**config.mk**
```make
export PLATFORM = sky130hd
export DESIGN_NAME = filt_y_top
export DESIGN_NICKNAME = d
export VERILOG_FILES = /design/src/design/ymem_pkg.sv /design/src/design/row_fetch.sv /design/src/design/row_scanner.sv /design/src/design/change_sequencer.sv /design/src/design/filt_y_top.sv
export SDC_FILE = /design/constraint.sdc
export NUM_CORES = 1
export LEC_CHECK = 0
export ABC_AREA = 1
export BUFFER_PORTS_ARGS = -buffer_cell sky130_fd_sc_hd__buf_2
export CORE_MARGIN = 3
export CORE_UTILIZATION = 40
export CTS_BUF_LIST = sky130_fd_sc_hd__clkbuf_4
export DETAILED_ROUTE_END_ITERATION = 6
export PLACE_DENSITY = 0.62
export SLEW_MARGIN = 20
export SYNTH_ARGS = -nofsm -noshare
export SYNTH_HDL_FRONTEND = slang
export SYNTH_SLANG_ARGS = --single-unit
```
**constraint.sdc**
```tcl
create_clock -name clock -period 15.55 [get_ports clock]
set_clock_uncertainty 0.05 [all_clocks]
set_input_delay 3.11 -clock clock [delete_from_list [all_inputs] [get_ports clock]]
set_output_delay 3.11 -clock clock [all_outputs]
set_load 0.01 [all_outputs]
```
**src/design/ymem_pkg.sv**
```systemverilog
// ==========================================================
// Y memory package
// Shared widths, the two-way entry decode and the channel
// structs used by the Y-value filter.
// ==========================================================
`default_nettype none

package ymem_pkg;

   localparam int idx_w            = 16;  // row and column index fields
   localparam int row_w            = 9;   // significant row bits, up to 512 buses
   localparam int part_w           = 24;  // real or imaginary part
   localparam int val_w            = 2 * part_w;
   localparam int entry_w          = 64;
   localparam int entries_per_line = 4;
   localparam int lines_per_fetch  = 2;
   localparam int block_entries    = entries_per_line * lines_per_fetch;

   localparam int marker_w = 3;
   localparam int spare_w  = entry_w - marker_w - row_w - val_w;

   localparam logic [marker_w-1:0] header_marker = 3'b111;

   typedef struct packed {
      logic [part_w-1:0] re;
      logic [part_w-1:0] im;
   } cplx_t;

   // off-diagonal entry
   typedef struct packed {
      logic [idx_w-1:0] col;
      cplx_t            value;
   } col_entry_t;

   // row header, marker bits on top
   typedef struct packed {
      logic [marker_w-1:0] marker;
      logic [spare_w-1:0]  spare;
      logic [row_w-1:0]    row;
      cplx_t               diag;
   } hdr_entry_t;

   // same 64 bits, read as header or column entry
   typedef union packed {
      col_entry_t col;
      hdr_entry_t hdr;
   } y_entry_u;

   // entry 0 is the top entry of line 0
   typedef y_entry_u [0:block_entries-1] y_block_t;

   typedef struct packed {
      logic [idx_w-1:0] row;
      logic [idx_w-1:0] col;
      cplx_t            value;
   } change_req_t;

   typedef struct packed {
      logic  hdr_found;
      cplx_t diag;
      logic  col_found;
      cplx_t offdiag;
   } scan_result_t;

   typedef struct packed {
      cplx_t yval1;
      cplx_t yval2;
      logic  found;
      logic  last;                        // final beat of a request
   } y_beat_t;

endpackage

`default_nettype wire

```
**src/design/row_fetch.sv**
```systemverilog
// ==========================================================
// Row fetch
// Issues one row read to Y memory, holds the request until
// the handshake completes, then captures the returned
// two-line block and pulses fetch_done.
// ==========================================================
`timescale 1ns/1ps
`default_nettype none

module row_fetch (
   input  logic                        clock,
   input  logic                        reset,
   input  logic                        fetch_start,
   input  logic [ymem_pkg::idx_w-1:0]  fetch_row,
   output logic [ymem_pkg::idx_w-1:0]  rd_row,
   output logic                        rd_valid,
   input  logic                        rd_ready,
   input  ymem_pkg::y_block_t          rsp_block,
   input  logic                        rsp_valid,
   output logic                        fetch_done,
   output ymem_pkg::y_block_t          block
);

   logic waiting;                      // read accepted, response pending

   always_ff @(posedge clock)
   begin
      if (!reset)
      begin
         rd_valid   <= 1'b0;
         waiting    <= 1'b0;
         fetch_done <= 1'b0;
      end
      else
      begin
         fetch_done <= 1'b0;           // single-cycle pulse
         if (fetch_start)
         begin
            rd_valid <= 1'b1;
         end
         else if (rd_valid && rd_ready)
         begin
            rd_valid <= 1'b0;
            waiting  <= 1'b1;
         end
         if (waiting && rsp_valid)
         begin
            waiting    <= 1'b0;
            fetch_done <= 1'b1;
         end
      end
   end

   // request address, held while rd_valid is up
   always_ff @(posedge clock)
   begin
      if (fetch_start)
      begin
         rd_row <= fetch_row;
      end
   end

   // block register stays put until the next response
   always_ff @(posedge clock)
   begin
      if (waiting && rsp_valid)
      begin
         block <= rsp_block;
      end
   end

endmodule

`default_nettype wire

```
**src/design/row_scanner.sv**
```systemverilog
// ==========================================================
// Row scanner
// Searches a fetched block for the row header among the
// first four entries, then for the requested column in the
// entries that follow the header. Purely combinational.
// ==========================================================
`timescale 1ns/1ps
`default_nettype none

module row_scanner (
   input  ymem_pkg::y_block_t          block,
   input  logic [ymem_pkg::idx_w-1:0]  search_row,
   input  logic [ymem_pkg::idx_w-1:0]  search_col,
   output ymem_pkg::scan_result_t      result
);

   import ymem_pkg::*;

   y_entry_u                       ent;
   logic                           past_hdr;
   logic                           hdr_hit;
   logic                           col_hit;
   logic [block_entries-1:0]       is_hdr;
   logic [block_entries-1:0]       is_col;

   // per-entry match flags from both decodes
   always_comb
   begin
      for (int i = 0; i < block_entries; i++)
      begin
         ent = block[i];
         is_hdr[i] = (i < entries_per_line)
                     && (ent.hdr.marker == header_marker)
                     && (idx_w'(ent.hdr.row) == search_row);
         is_col[i] = (ent.col.col == search_col);
      end
   end

   // single positional pass, column checked before header
   // so the header slot itself is never taken as a column
   always_comb
   begin
      result   = '0;
      past_hdr = 1'b0;
      hdr_hit  = 1'b0;
      col_hit  = 1'b0;
      for (int i = 0; i < block_entries; i++)
      begin
         if (past_hdr && !col_hit && is_col[i])
         begin
            col_hit        = 1'b1;
            result.offdiag = block[i].col.value;
         end
         if (!past_hdr && is_hdr[i])
         begin
            past_hdr    = 1'b1;
            hdr_hit     = 1'b1;
            result.diag = block[i].hdr.diag;
         end
      end
      result.hdr_found = hdr_hit;
      result.col_found = col_hit;      // only set once a header is seen
   end

endmodule

`default_nettype wire

```
**src/design/change_sequencer.sv**
```systemverilog
// ==========================================================
// Change sequencer
// Accepts a change request and runs two passes, (row, col)
// then (col, row). Each pass fetches one row block and
// offers a diagonal beat and an off-diagonal beat on the
// output channel under back-pressure.
// ==========================================================
`timescale 1ns/1ps
`default_nettype none

module change_sequencer (
   input  logic                        clock,
   input  logic                        reset,
   input  ymem_pkg::change_req_t       chng,
   input  logic                        chng_valid,
   output logic                        chng_ready,
   output logic                        fetch_start,
   output logic [ymem_pkg::idx_w-1:0]  fetch_row,
   output logic [ymem_pkg::idx_w-1:0]  search_row,
   output logic [ymem_pkg::idx_w-1:0]  search_col,
   input  logic                        fetch_done,
   input  ymem_pkg::scan_result_t      result,
   output ymem_pkg::y_beat_t           y_out,
   output logic                        y_out_valid,
   input  logic                        y_out_ready
);

   import ymem_pkg::*;

   typedef enum logic [1:0] {
      st_idle,
      st_fetch,
      st_diag,
      st_offd
   } state_t;

   state_t       state;
   logic         pass;                 // 0 for (row, col), 1 for (col, row)
   change_req_t  req;
   scan_result_t res;
   logic         accept;
   logic         beat_xfer;

   assign chng_ready  = (state == st_idle);
   assign accept      = chng_ready && chng_valid;
   assign y_out_valid = (state == st_diag) || (state == st_offd);
   assign beat_xfer   = y_out_valid && y_out_ready;

   // fetch starts on accept, or on the last beat of pass 0
   assign fetch_start = accept || (beat_xfer && (state == st_offd) && !pass);
   assign fetch_row   = accept ? chng.row : req.col;

   assign search_row = pass ? req.col : req.row;
   assign search_col = pass ? req.row : req.col;

   always_ff @(posedge clock)
   begin
      if (!reset)
      begin
         state <= st_idle;
         pass  <= 1'b0;
      end
      else
      begin
         case (state)
            st_idle:
            begin
               if (chng_valid)
               begin
                  state <= st_fetch;
                  pass  <= 1'b0;
               end
            end
            st_fetch:
            begin
               if (fetch_done)
               begin
                  state <= st_diag;
               end
            end
            st_diag:
            begin
               if (y_out_ready)
               begin
                  state <= st_offd;
               end
            end
            st_offd:
            begin
               if (y_out_ready)
               begin
                  if (pass)
                  begin
                     state <= st_idle;   // request complete
                  end
                  else
                  begin
                     state <= st_fetch;  // swapped pair
                     pass  <= 1'b1;
                  end
               end
            end
            default:
            begin
               state <= st_idle;
            end
         endcase
      end
   end

   // captured request and scan result
   always_ff @(posedge clock)
   begin
      if (accept)
      begin
         req <= chng;
      end
      if ((state == st_fetch) && fetch_done)
      begin
         res <= result;
      end
   end

   // beats built from registers, so stable while stalled
   always_comb
   begin
      y_out = '0;
      if (state == st_offd)
      begin
         y_out.yval1 = res.offdiag;
         y_out.found = res.col_found;
         y_out.last  = pass;
      end
      else
      begin
         y_out.yval1 = res.diag;
         y_out.yval2 = req.value;      // change value rides with the diagonal
         y_out.found = res.hdr_found;
      end
   end

endmodule

`default_nettype wire

```
**src/design/filt_y_top.sv**
```systemverilog
// ==========================================================
// Y-value filter top
// Connects the change sequencer, the row fetch unit and the
// row scanner between the change, read and output channels.
// ==========================================================
`timescale 1ns/1ps
`default_nettype none

module filt_y_top (
   input  logic                        clock,
   input  logic                        reset,
   input  ymem_pkg::change_req_t       chng,
   input  logic                        chng_valid,
   output logic                        chng_ready,
   output logic [ymem_pkg::idx_w-1:0]  rd_row,
   output logic                        rd_valid,
   input  logic                        rd_ready,
   input  ymem_pkg::y_block_t          rsp_block,
   input  logic                        rsp_valid,
   output ymem_pkg::y_beat_t           y_out,
   output logic                        y_out_valid,
   input  logic                        y_out_ready
);

   import ymem_pkg::*;

   logic             fetch_start;
   logic             fetch_done;
   logic [idx_w-1:0] fetch_row;
   logic [idx_w-1:0] search_row;
   logic [idx_w-1:0] search_col;
   y_block_t         block;        // held row block
   scan_result_t     result;

   change_sequencer seq0 (
      .clock       (clock),
      .reset       (reset),
      .chng        (chng),
      .chng_valid  (chng_valid),
      .chng_ready  (chng_ready),
      .fetch_start (fetch_start),
      .fetch_row   (fetch_row),
      .search_row  (search_row),
      .search_col  (search_col),
      .fetch_done  (fetch_done),
      .result      (result),
      .y_out       (y_out),
      .y_out_valid (y_out_valid),
      .y_out_ready (y_out_ready)
   );

   row_fetch fetch0 (
      .clock       (clock),
      .reset       (reset),
      .fetch_start (fetch_start),
      .fetch_row   (fetch_row),
      .rd_row      (rd_row),
      .rd_valid    (rd_valid),
      .rd_ready    (rd_ready),
      .rsp_block   (rsp_block),
      .rsp_valid   (rsp_valid),
      .fetch_done  (fetch_done),
      .block       (block)
   );

   row_scanner scan0 (
      .block       (block),
      .search_row  (search_row),
      .search_col  (search_col),
      .result      (result)
   );

endmodule

`default_nettype wire

```
==> flow_summary_export.csv, run 1 <==
group,metric,value,unit
sta,timing.final.crit_share,0.416,
die,dieArea,81200,um^2
setup_path,critical_path.cell_chain,"ha_4, buf_4, nand2_1, nand2_1, buf_2",
sta,report.final.setup_viol,0,
synthesis,netlist-cell-type-count,36,
clocking,cts_resized,0,
cells_and_area,final_core_utilization,0.499,
placement,dp_hpwl,72500,um
synthesis,yosys_warnings,0,
die,floorplan.initialDensity,0.407,
cells_and_area,finalNetCount,4391,
power,total_power_consumption_of_the_routed_design,0.00452,W
cells_and_area,final_common_cell,"sky130_fd_sc_hd__nand2_1",
cells_and_area,layout.area.seq,21200,um^2
drt,route.antenna.remaining_nets,0,
synthesis,ys.flop_type,"sky130_fd_sc_hd__edfxtp_1",
clocking,insertion_delay_of_the_later_clocked_pin_in_the_worst_skew_pair,1030,ps
sta,period_minus_slack,6470,ps
synthesis,fraction_of_the_yosys_area_taken_by_sequential_cells,0.681,
placement,place_worst_setup_slack,8590,ps
sta,finalHoldViolations,0,
cells_and_area,final.fill_count,7114,
sta,setup_total_negative_slack,0,ps
grt,grt_antenna_before_repair,62,
synthesis,netlist_instances,2983,
die,floorplan.core_area,76500,um^2
setup_path,timing.critical_path.from_type,"register",
synthesis,synth.ff_latch_count,708,
drt,routedWlPerCell,21.3,um
sta,relSlewSlack,0.320,
synthesis,syn_nets,3585,
power,vdd.ir_drop.worst,65.3,uV
setup_path,cp_class,"reg -> out",
cells_and_area,final_cell_mix,"sky130_fd_sc_hd__nand2_1 (1051), sky130_fd_sc_hd__buf_2 (710), sky130_fd_sc_hd__edfxtp_1 (702)",
synthesis,netlist_area,31100,um^2
clocking,cts_made_buffers,184,
sta,worst-slew-pin-transition,1020,ps
clocking,cts_tree,"done",
run,max-cap-violations,0,
setup_path,timing.critical_path.fanout_max,58,
die,die_height,285,um
sta,timing.final.max_slew_violations,0,
sta,fmax,0.154,GHz
grt,grt_first_pass_wirelength,149000,um
clocking,cts-htree-levels,4,
placement,finalWeightedCongestion,0.887,
clocking,cts_root_buf,"sky130_fd_sc_hd__clkbuf_4",
power,powerDensity,119,nW/um^2
setup_path,worstPathRequired,12390,ps
die,dieWidth,285,um
outcome,run_status,"finished, final reports clean",
hold_path,worst_hold_path_type,"reg -> reg",
setup_path,critPathSlowestCell,"sky130_fd_sc_hd__buf_4",
die,placementRows,101,
drt,detailroute.via_count,24400,
clocking,number_of_buffers_on_the_longest_clock_path,3,
setup_path,highest_cell_delay_on_the_worst_timing_path,730,ps
drt,drtPass1Iterations,5,
setup_path,number_of_buffers_and_inverters_on_the_critical_path,2,
synthesis,synth-edff-count,702,
setup_path,crit_path_frequent_cell,"sky130_fd_sc_hd__nand2_1",
setup_path,kind_of_end_point_of_the_critical_path,"output port",
grt,track_usage,0.254,
grt,grt_max_degree,113,
grt,via_count_of_the_first_global_routing_pass,23300,
placement,placement.io_buffers,710,
setup_path,cp_top_family,"buffers and inverters",
setup_path,critPathArrivalTime,3310,ps
die,top_level_ports,715,
drt,routed_wl,107000,um
clocking,clk_pin_slew,60,ps
drt,route.detailed.vias_per_inst,4.87,
cells_and_area,total_area_of_multi_input_combinational_cells,8010,um^2
drt,initialDrtViolationCount,2293,
cells_and_area,layout-drive-gt1-share,0.270,
drt,post-route-drc-count,0,
sta,fin_ws,9080,ps
grt,globalRoute.totalOverflow,0,
synthesis,synth-async-reset-ratio,0,
sta,rsz0062_at_grt,"no",
synthesis,post_synth.cell_area_avg,10.4,um^2
power,static-leakage-power,16.5,nW
cells_and_area,synthToLayoutAreaGrowth,22.5,%
clocking,post_cts_buffers,0,
clocking,cts.sinks,708,
clocking,hold_buffers,0,
-- power by group --
group          switching, W  internal, W
Sequential        0.0000487      0.00225
Combinational      0.000400     0.000200
Clock              0.000813     0.000813
Total               0.00126      0.00326
-- logic make-up (layout without fill, tap and decap cells) --
family / after synthesis / after routing / share of synthesized area
fa+ha+maj: 4 / 4 / 0.00161
simple gates: 1580 / 1580 / 0.206
buf+inv: 479 / 1431 / 0.0640
compound gates: 141 / 141 / 0.0277
other cells: 0 / 52 / 0
flops: 708 / 708 / 0.681
xor+xnor: 71 / 71 / 0.0200
-- tightest hold or removal path, cell delays in order, from the launching register on --
cell                       delay, ps
sky130_fd_sc_hd__dfxtp_1         310
sky130_fd_sc_hd__inv_1            50
sky130_fd_sc_hd__a211oi_1         60
-- flip-flops by register name, indices dropped and copies added, names as in the netlist --
signal	cells
fetch0.fetch_done	1
fetch0.block	508
seq0.state	2
fetch0.rd_row	16
fetch0.waiting	1
seq0.req	80
seq0.res	98
seq0.pass	1
fetch0.rd_valid	1
-- worst paths after layout --
check	startpoint	to	slack, ps	cells past startpoint
max	seq0.state[0]$_SDFFE_PN0P_	y_out[1]	9080	5
min	fetch0.waiting$_SDFFE_PP0P_	fetch0.waiting$_SDFFE_PP0P_	410	2
max reg2reg	seq0.pass$_SDFFE_PN0P_	seq0.res[45]$_DFFE_PP_	9930	21
min reg2reg	fetch0.waiting$_SDFFE_PP0P_	fetch0.waiting$_SDFFE_PP0P_	410	2
-- synth_stat cells, drive strengths merged, types with 3 or more instances --
cell type,number,share of area
xnor2,47,0.013
edfxtp,702,0.68
a21oi,17,0.0029
a211oi,37,0.0089
nand4,68,0.014
buf,79,0.016
nand3,137,0.022
nand2,1064,0.13
o21ai,77,0.013
ha,4,0.0016
nand3b,9,0.0022
dfxtp,6,0.0039
nor2,291,0.036
o211ai,3,0.00072
o2111ai,6,0.0017
inv,360,0.043
or2,9,0.0018
clkbuf,39,0.0047
xor2,24,0.0068
-- layer usage --
metal / up-vias / track usage / share of wire
li1: 11600 / - / -
met1: 11300 / 0.307 / 0.39
met2: 1182 / 0.422 / 0.49
met3: 280 / 0.0749 / 0.088
met4: 32 / 0.115 / 0.037
met5: - / 0 / 0.0018
-- cell type report --
class / instances / area share
clock buffer: 252 / 0.0496
sequential: 708 / 0.556
multi-input combinational: 1796 / 0.210
antenna: 52 / 0.00341
timing repair buffer: 738 / 0.0987
tap: 1030 / 0.0338
clock inverter: 80 / 0.0122
inverter: 361 / 0.0359
-- through the flow --
| stage | std cells | hold WS (ps) | instance area [um^2] |
|---|---|---|---|
| after floorplan | 2983 | 382 | 31100 |
| after global placement | 4633 | 400 | 35600 |
| after detailed placement | 4633 | 409 | 35600 |
| after CTS | 4965 | 417 | 38000 |
| after global routing | 4999 | 424 | 38100 |
| final | 5017 | 413 | 38100 |
(Power assumes the default switching activity.)
==> run 2, diff against run 1 <==
--- a/config.mk
+++ b/config.mk
@@ -11,7 +11,7 @@
 export CORE_UTILIZATION = 40
 export CTS_BUF_LIST = sky130_fd_sc_hd__clkbuf_4
 export DETAILED_ROUTE_END_ITERATION = 6
-export PLACE_DENSITY = 0.62
+export PLACE_DENSITY = 0.65
 export SLEW_MARGIN = 20
 export SYNTH_ARGS = -nofsm -noshare
 export SYNTH_HDL_FRONTEND = slang
==> constraint.sdc (replaced) <==
create_clock -name clock -period 5.5 [get_ports clock]
set_clock_uncertainty 0.05 [all_clocks]
set_input_delay 1.1 -clock clock [delete_from_list [all_inputs] [get_ports clock]]
set_output_delay 1.1 -clock clock [all_outputs]
set_load 0.01 [all_outputs]
==> run 2 against run 1 <==
  * Hold slack got worse by 280 ps
  * Combinational power grew to 2.9 times the previous value
  * Critical path depth increased by 14
  * Largest cell class unchanged
  * Utilization up 0.49 points
  * Register-to-register slack worse by 9000 ps
  * Clock power rose to 2.9 times the previous value
  * Highest routed layer unchanged
  * Final area up 0.97%
==> flow_summary_export.csv, run 2 (same netlist as run 1, synthesis figures left out) <==
group,metric,value,unit
grt,grt_antenna_before_repair,70,
setup_path,timing.critical_path.from_type,"register",
hold_path,holdPathEnd,"fetch0.block[155]$_DFFE_PP_",
clocking,hold_buffers,0,
clocking,post_cts_buffers,0,
clocking,clk_pin_slew,70,ps
clocking,cts_resized,0,
sta,worst-slew-pin-transition,1080,ps
die,die_height,285,um
die,floorplan.core_area,76500,um^2
sta,rsz0062_at_grt,"no",
cells_and_area,layout-drive-gt1-share,0.275,
drt,route.antenna.remaining_nets,0,
grt,via_count_of_the_first_global_routing_pass,23700,
sta,report.final.setup_viol,0,
grt,globalRoute.totalOverflow,0,
power,power_report.internal_total,0.00940,W
run,max-cap-violations,0,
power,p_clk_frac,0.369,
cells_and_area,synthToLayoutAreaGrowth,23.7,%
placement,dp_hpwl,72700,um
die,top_level_ports,715,
drt,post-route-drc-count,0,
cells_and_area,fin_cells,5033,
power,powerDensity,338,nW/um^2
setup_path,critPathArrivalTime,5310,ps
cells_and_area,largestRegisters,"fetch0.block: 508 flops, seq0.res: 98 flops, seq0.req: 80 flops",
die,floorplan.initialDensity,0.407,
placement,placement.io_buffers,710,
grt,track_usage,0.251,
clocking,cts.sinks,708,
sta,period_minus_slack,4590,ps
sta,fmax,0.218,GHz
die,dieArea,81200,um^2
cells_and_area,final.fill_count,7005,
die,placementRows,101,
cells_and_area,finalNetCount,4405,
sta,timing.final.max_slew_violations,0,
cells_and_area,final_common_cell,"sky130_fd_sc_hd__nand2_1",
setup_path,worstReg2RegEnd,"seq0.res[10]$_DFFE_PP_",
power,seq_power_share,0.499,
drt,initialDrtViolationCount,2049,
placement,finalWeightedCongestion,0.895,
hold_path,worst_hold_path_type,"in -> reg",
clocking,cts_made_buffers,186,
power,net-switching-power,0.00360,W
power,vdd.ir_drop.worst,207,uV
setup_path,worstPathRequired,6220,ps
sta,finalHoldViolations,0,
clocking,cts_tree,"done",
setup_path,timing.critical_path.fanout_max,48,
clocking,cts-htree-levels,4,
power,total_power_consumption_of_the_routed_design,0.0130,W
power,logic_gate_share_of_total_power,0.132,
grt,grt_first_pass_wirelength,148000,um
cells_and_area,total_area_of_multi_input_combinational_cells,8030,um^2
outcome,run_status,"finished, final reports clean",
placement,numPlacedInstances,4645,
clocking,insertion_delay_of_the_later_clocked_pin_in_the_worst_skew_pair,1080,ps
sta,relSlewSlack,0.279,
drt,routedWlPerCell,20.9,um
drt,drtPass1Iterations,6,
clocking,cts_root_buf,"sky130_fd_sc_hd__clkbuf_4",
cells_and_area,layout.area.seq,21200,um^2
setup_path,worstRegToRegCells,19,
cells_and_area,max_flop_register,"fetch0.block",
hold_path,min_from,"rsp_block[155]",
power,static-leakage-power,16.6,nW
setup_path,timing.reg2reg.setup_slack,910,ps
grt,grt_max_degree,149,
drt,detailroute.via_count,24600,
drt,route.detailed.vias_per_inst,4.89,
setup_path,worstReg2RegStart,"seq0.pass$_SDFFE_PN0P_",
drt,routed_wl,105000,um
clocking,number_of_buffers_on_the_longest_clock_path,3,
setup_path,cp_class,"reg -> reg",
power,switching_share,0.277,
sta,timing.final.crit_share,0.835,
hold_path,min_path_cells,1,
cells_and_area,max_reg_flops,508,
cells_and_area,final_cell_mix,"sky130_fd_sc_hd__nand2_1 (1050), sky130_fd_sc_hd__buf_2 (710), sky130_fd_sc_hd__edfxtp_1 (702)",
die,dieWidth,285,um
setup_path,kind_of_end_point_of_the_critical_path,"register",
[run 2: cell count changes in the layout (fill, tap and decap cells not counted), moves of 2 or more]
cell and delta:
sky130_fd_sc_hd__inv_6 -3, sky130_fd_sc_hd__clkinv_1 -11, sky130_fd_sc_hd__clkinv_8 +5, sky130_fd_sc_hd__inv_8 -2, sky130_fd_sc_hd__diode_2 +6, sky130_fd_sc_hd__buf_12 +9
sky130_fd_sc_hd__buf_4 +2, sky130_fd_sc_hd__clkinv_4 +2, sky130_fd_sc_hd__clkbuf_4 +2, sky130_fd_sc_hd__bufinv_16 +3, sky130_fd_sc_hd__clkinv_2 +3
[run 2: stage by stage]
step | hold WS (ps) | util | setup slack, ps | instance area, um^2 | TNS, ps
CTS | 5.50 | 0.502 | 878 | 38300 | 0
finish | 132 | 0.503 | 907 | 38500 | 0
global placement | 446 | 0.469 | 1020 | 35800 | 0
floorplan | 432 | - | -3740 | 31100 | -1904260
detailed placement | 453 | 0.469 | 1000 | 35800 | 0
global route | 12.4 | 0.503 | 635 | 38500 | 0
[run 2: worst max path at each step]
| stage | start | end |
|---|---|---|
| 2_1_floorplan | rsp_valid | fetch0.block[0]$_DFFE_PP_ |
| 3_3_place_gp | seq0.pass$_SDFFE_PN0P_ | seq0.res[10]$_DFFE_PP_ |
| 3_5_place_dp | seq0.pass$_SDFFE_PN0P_ | seq0.res[10]$_DFFE_PP_ |
| 4_1_cts | seq0.state[0]$_SDFFE_PN0P_ | y_out[76] |
| 5_1_grt | seq0.pass$_SDFFE_PN0P_ | seq0.res[10]$_DFFE_PP_ |
| 6_report | seq0.pass$_SDFFE_PN0P_ | seq0.res[10]$_DFFE_PP_ |
[run 2: layer usage]
| layer | track usage | wire, um | vias to the layer above |
|---|---|---|---|
| li1 | - | - | 11600 |
| met1 | 0.308 | 40700 | 11400 |
| met2 | 0.407 | 50400 | 1273 |
| met3 | 0.0674 | 9040 | 294 |
| met4 | 0.132 | 5040 | 26 |
| met5 | 0 | 155 | - |
[run 2: area by class of cell]
class	count	area share
antenna	58	0.00377
clock buffer	254	0.0495
clock inverter	76	0.0153
inverter	361	0.0354
multi-input combinational	1796	0.209
sequential	708	0.551
tap	1030	0.0335
timing repair buffer	750	0.103
[run 2: critical path, cell delays in order (launching register included)]
cell                      delay, ps
sky130_fd_sc_hd__dfxtp_2        510
sky130_fd_sc_hd__inv_2          660
sky130_fd_sc_hd__nand2_1        250
sky130_fd_sc_hd__nand2_1        320
sky130_fd_sc_hd__nand2_1         80
sky130_fd_sc_hd__nand2_1         70
sky130_fd_sc_hd__nand2_1         80
sky130_fd_sc_hd__nor2_2         170
sky130_fd_sc_hd__nand3_1        170
sky130_fd_sc_hd__nand2_1        190
sky130_fd_sc_hd__nand2_1        130
sky130_fd_sc_hd__nand2_1        190
sky130_fd_sc_hd__nor2_4         110
sky130_fd_sc_hd__nand2_2         80
sky130_fd_sc_hd__buf_4          690
sky130_fd_sc_hd__nand3_1        280
sky130_fd_sc_hd__nand3_1        140
sky130_fd_sc_hd__nand2_1         60
sky130_fd_sc_hd__nand2_1         50
sky130_fd_sc_hd__nand2_1         40
[run 2: power by group through the flow]
stage	Combinational [W]	Sequential (W)	Clock, W
after floorplan	0.000897	0.00666	0
after global placement	0.00170	0.00660	0
after detailed placement	0.00171	0.00660	0
after CTS	0.00172	0.00649	0.00492
after global routing	0.00189	0.00652	0.00522
final	0.00171	0.00649	0.00480
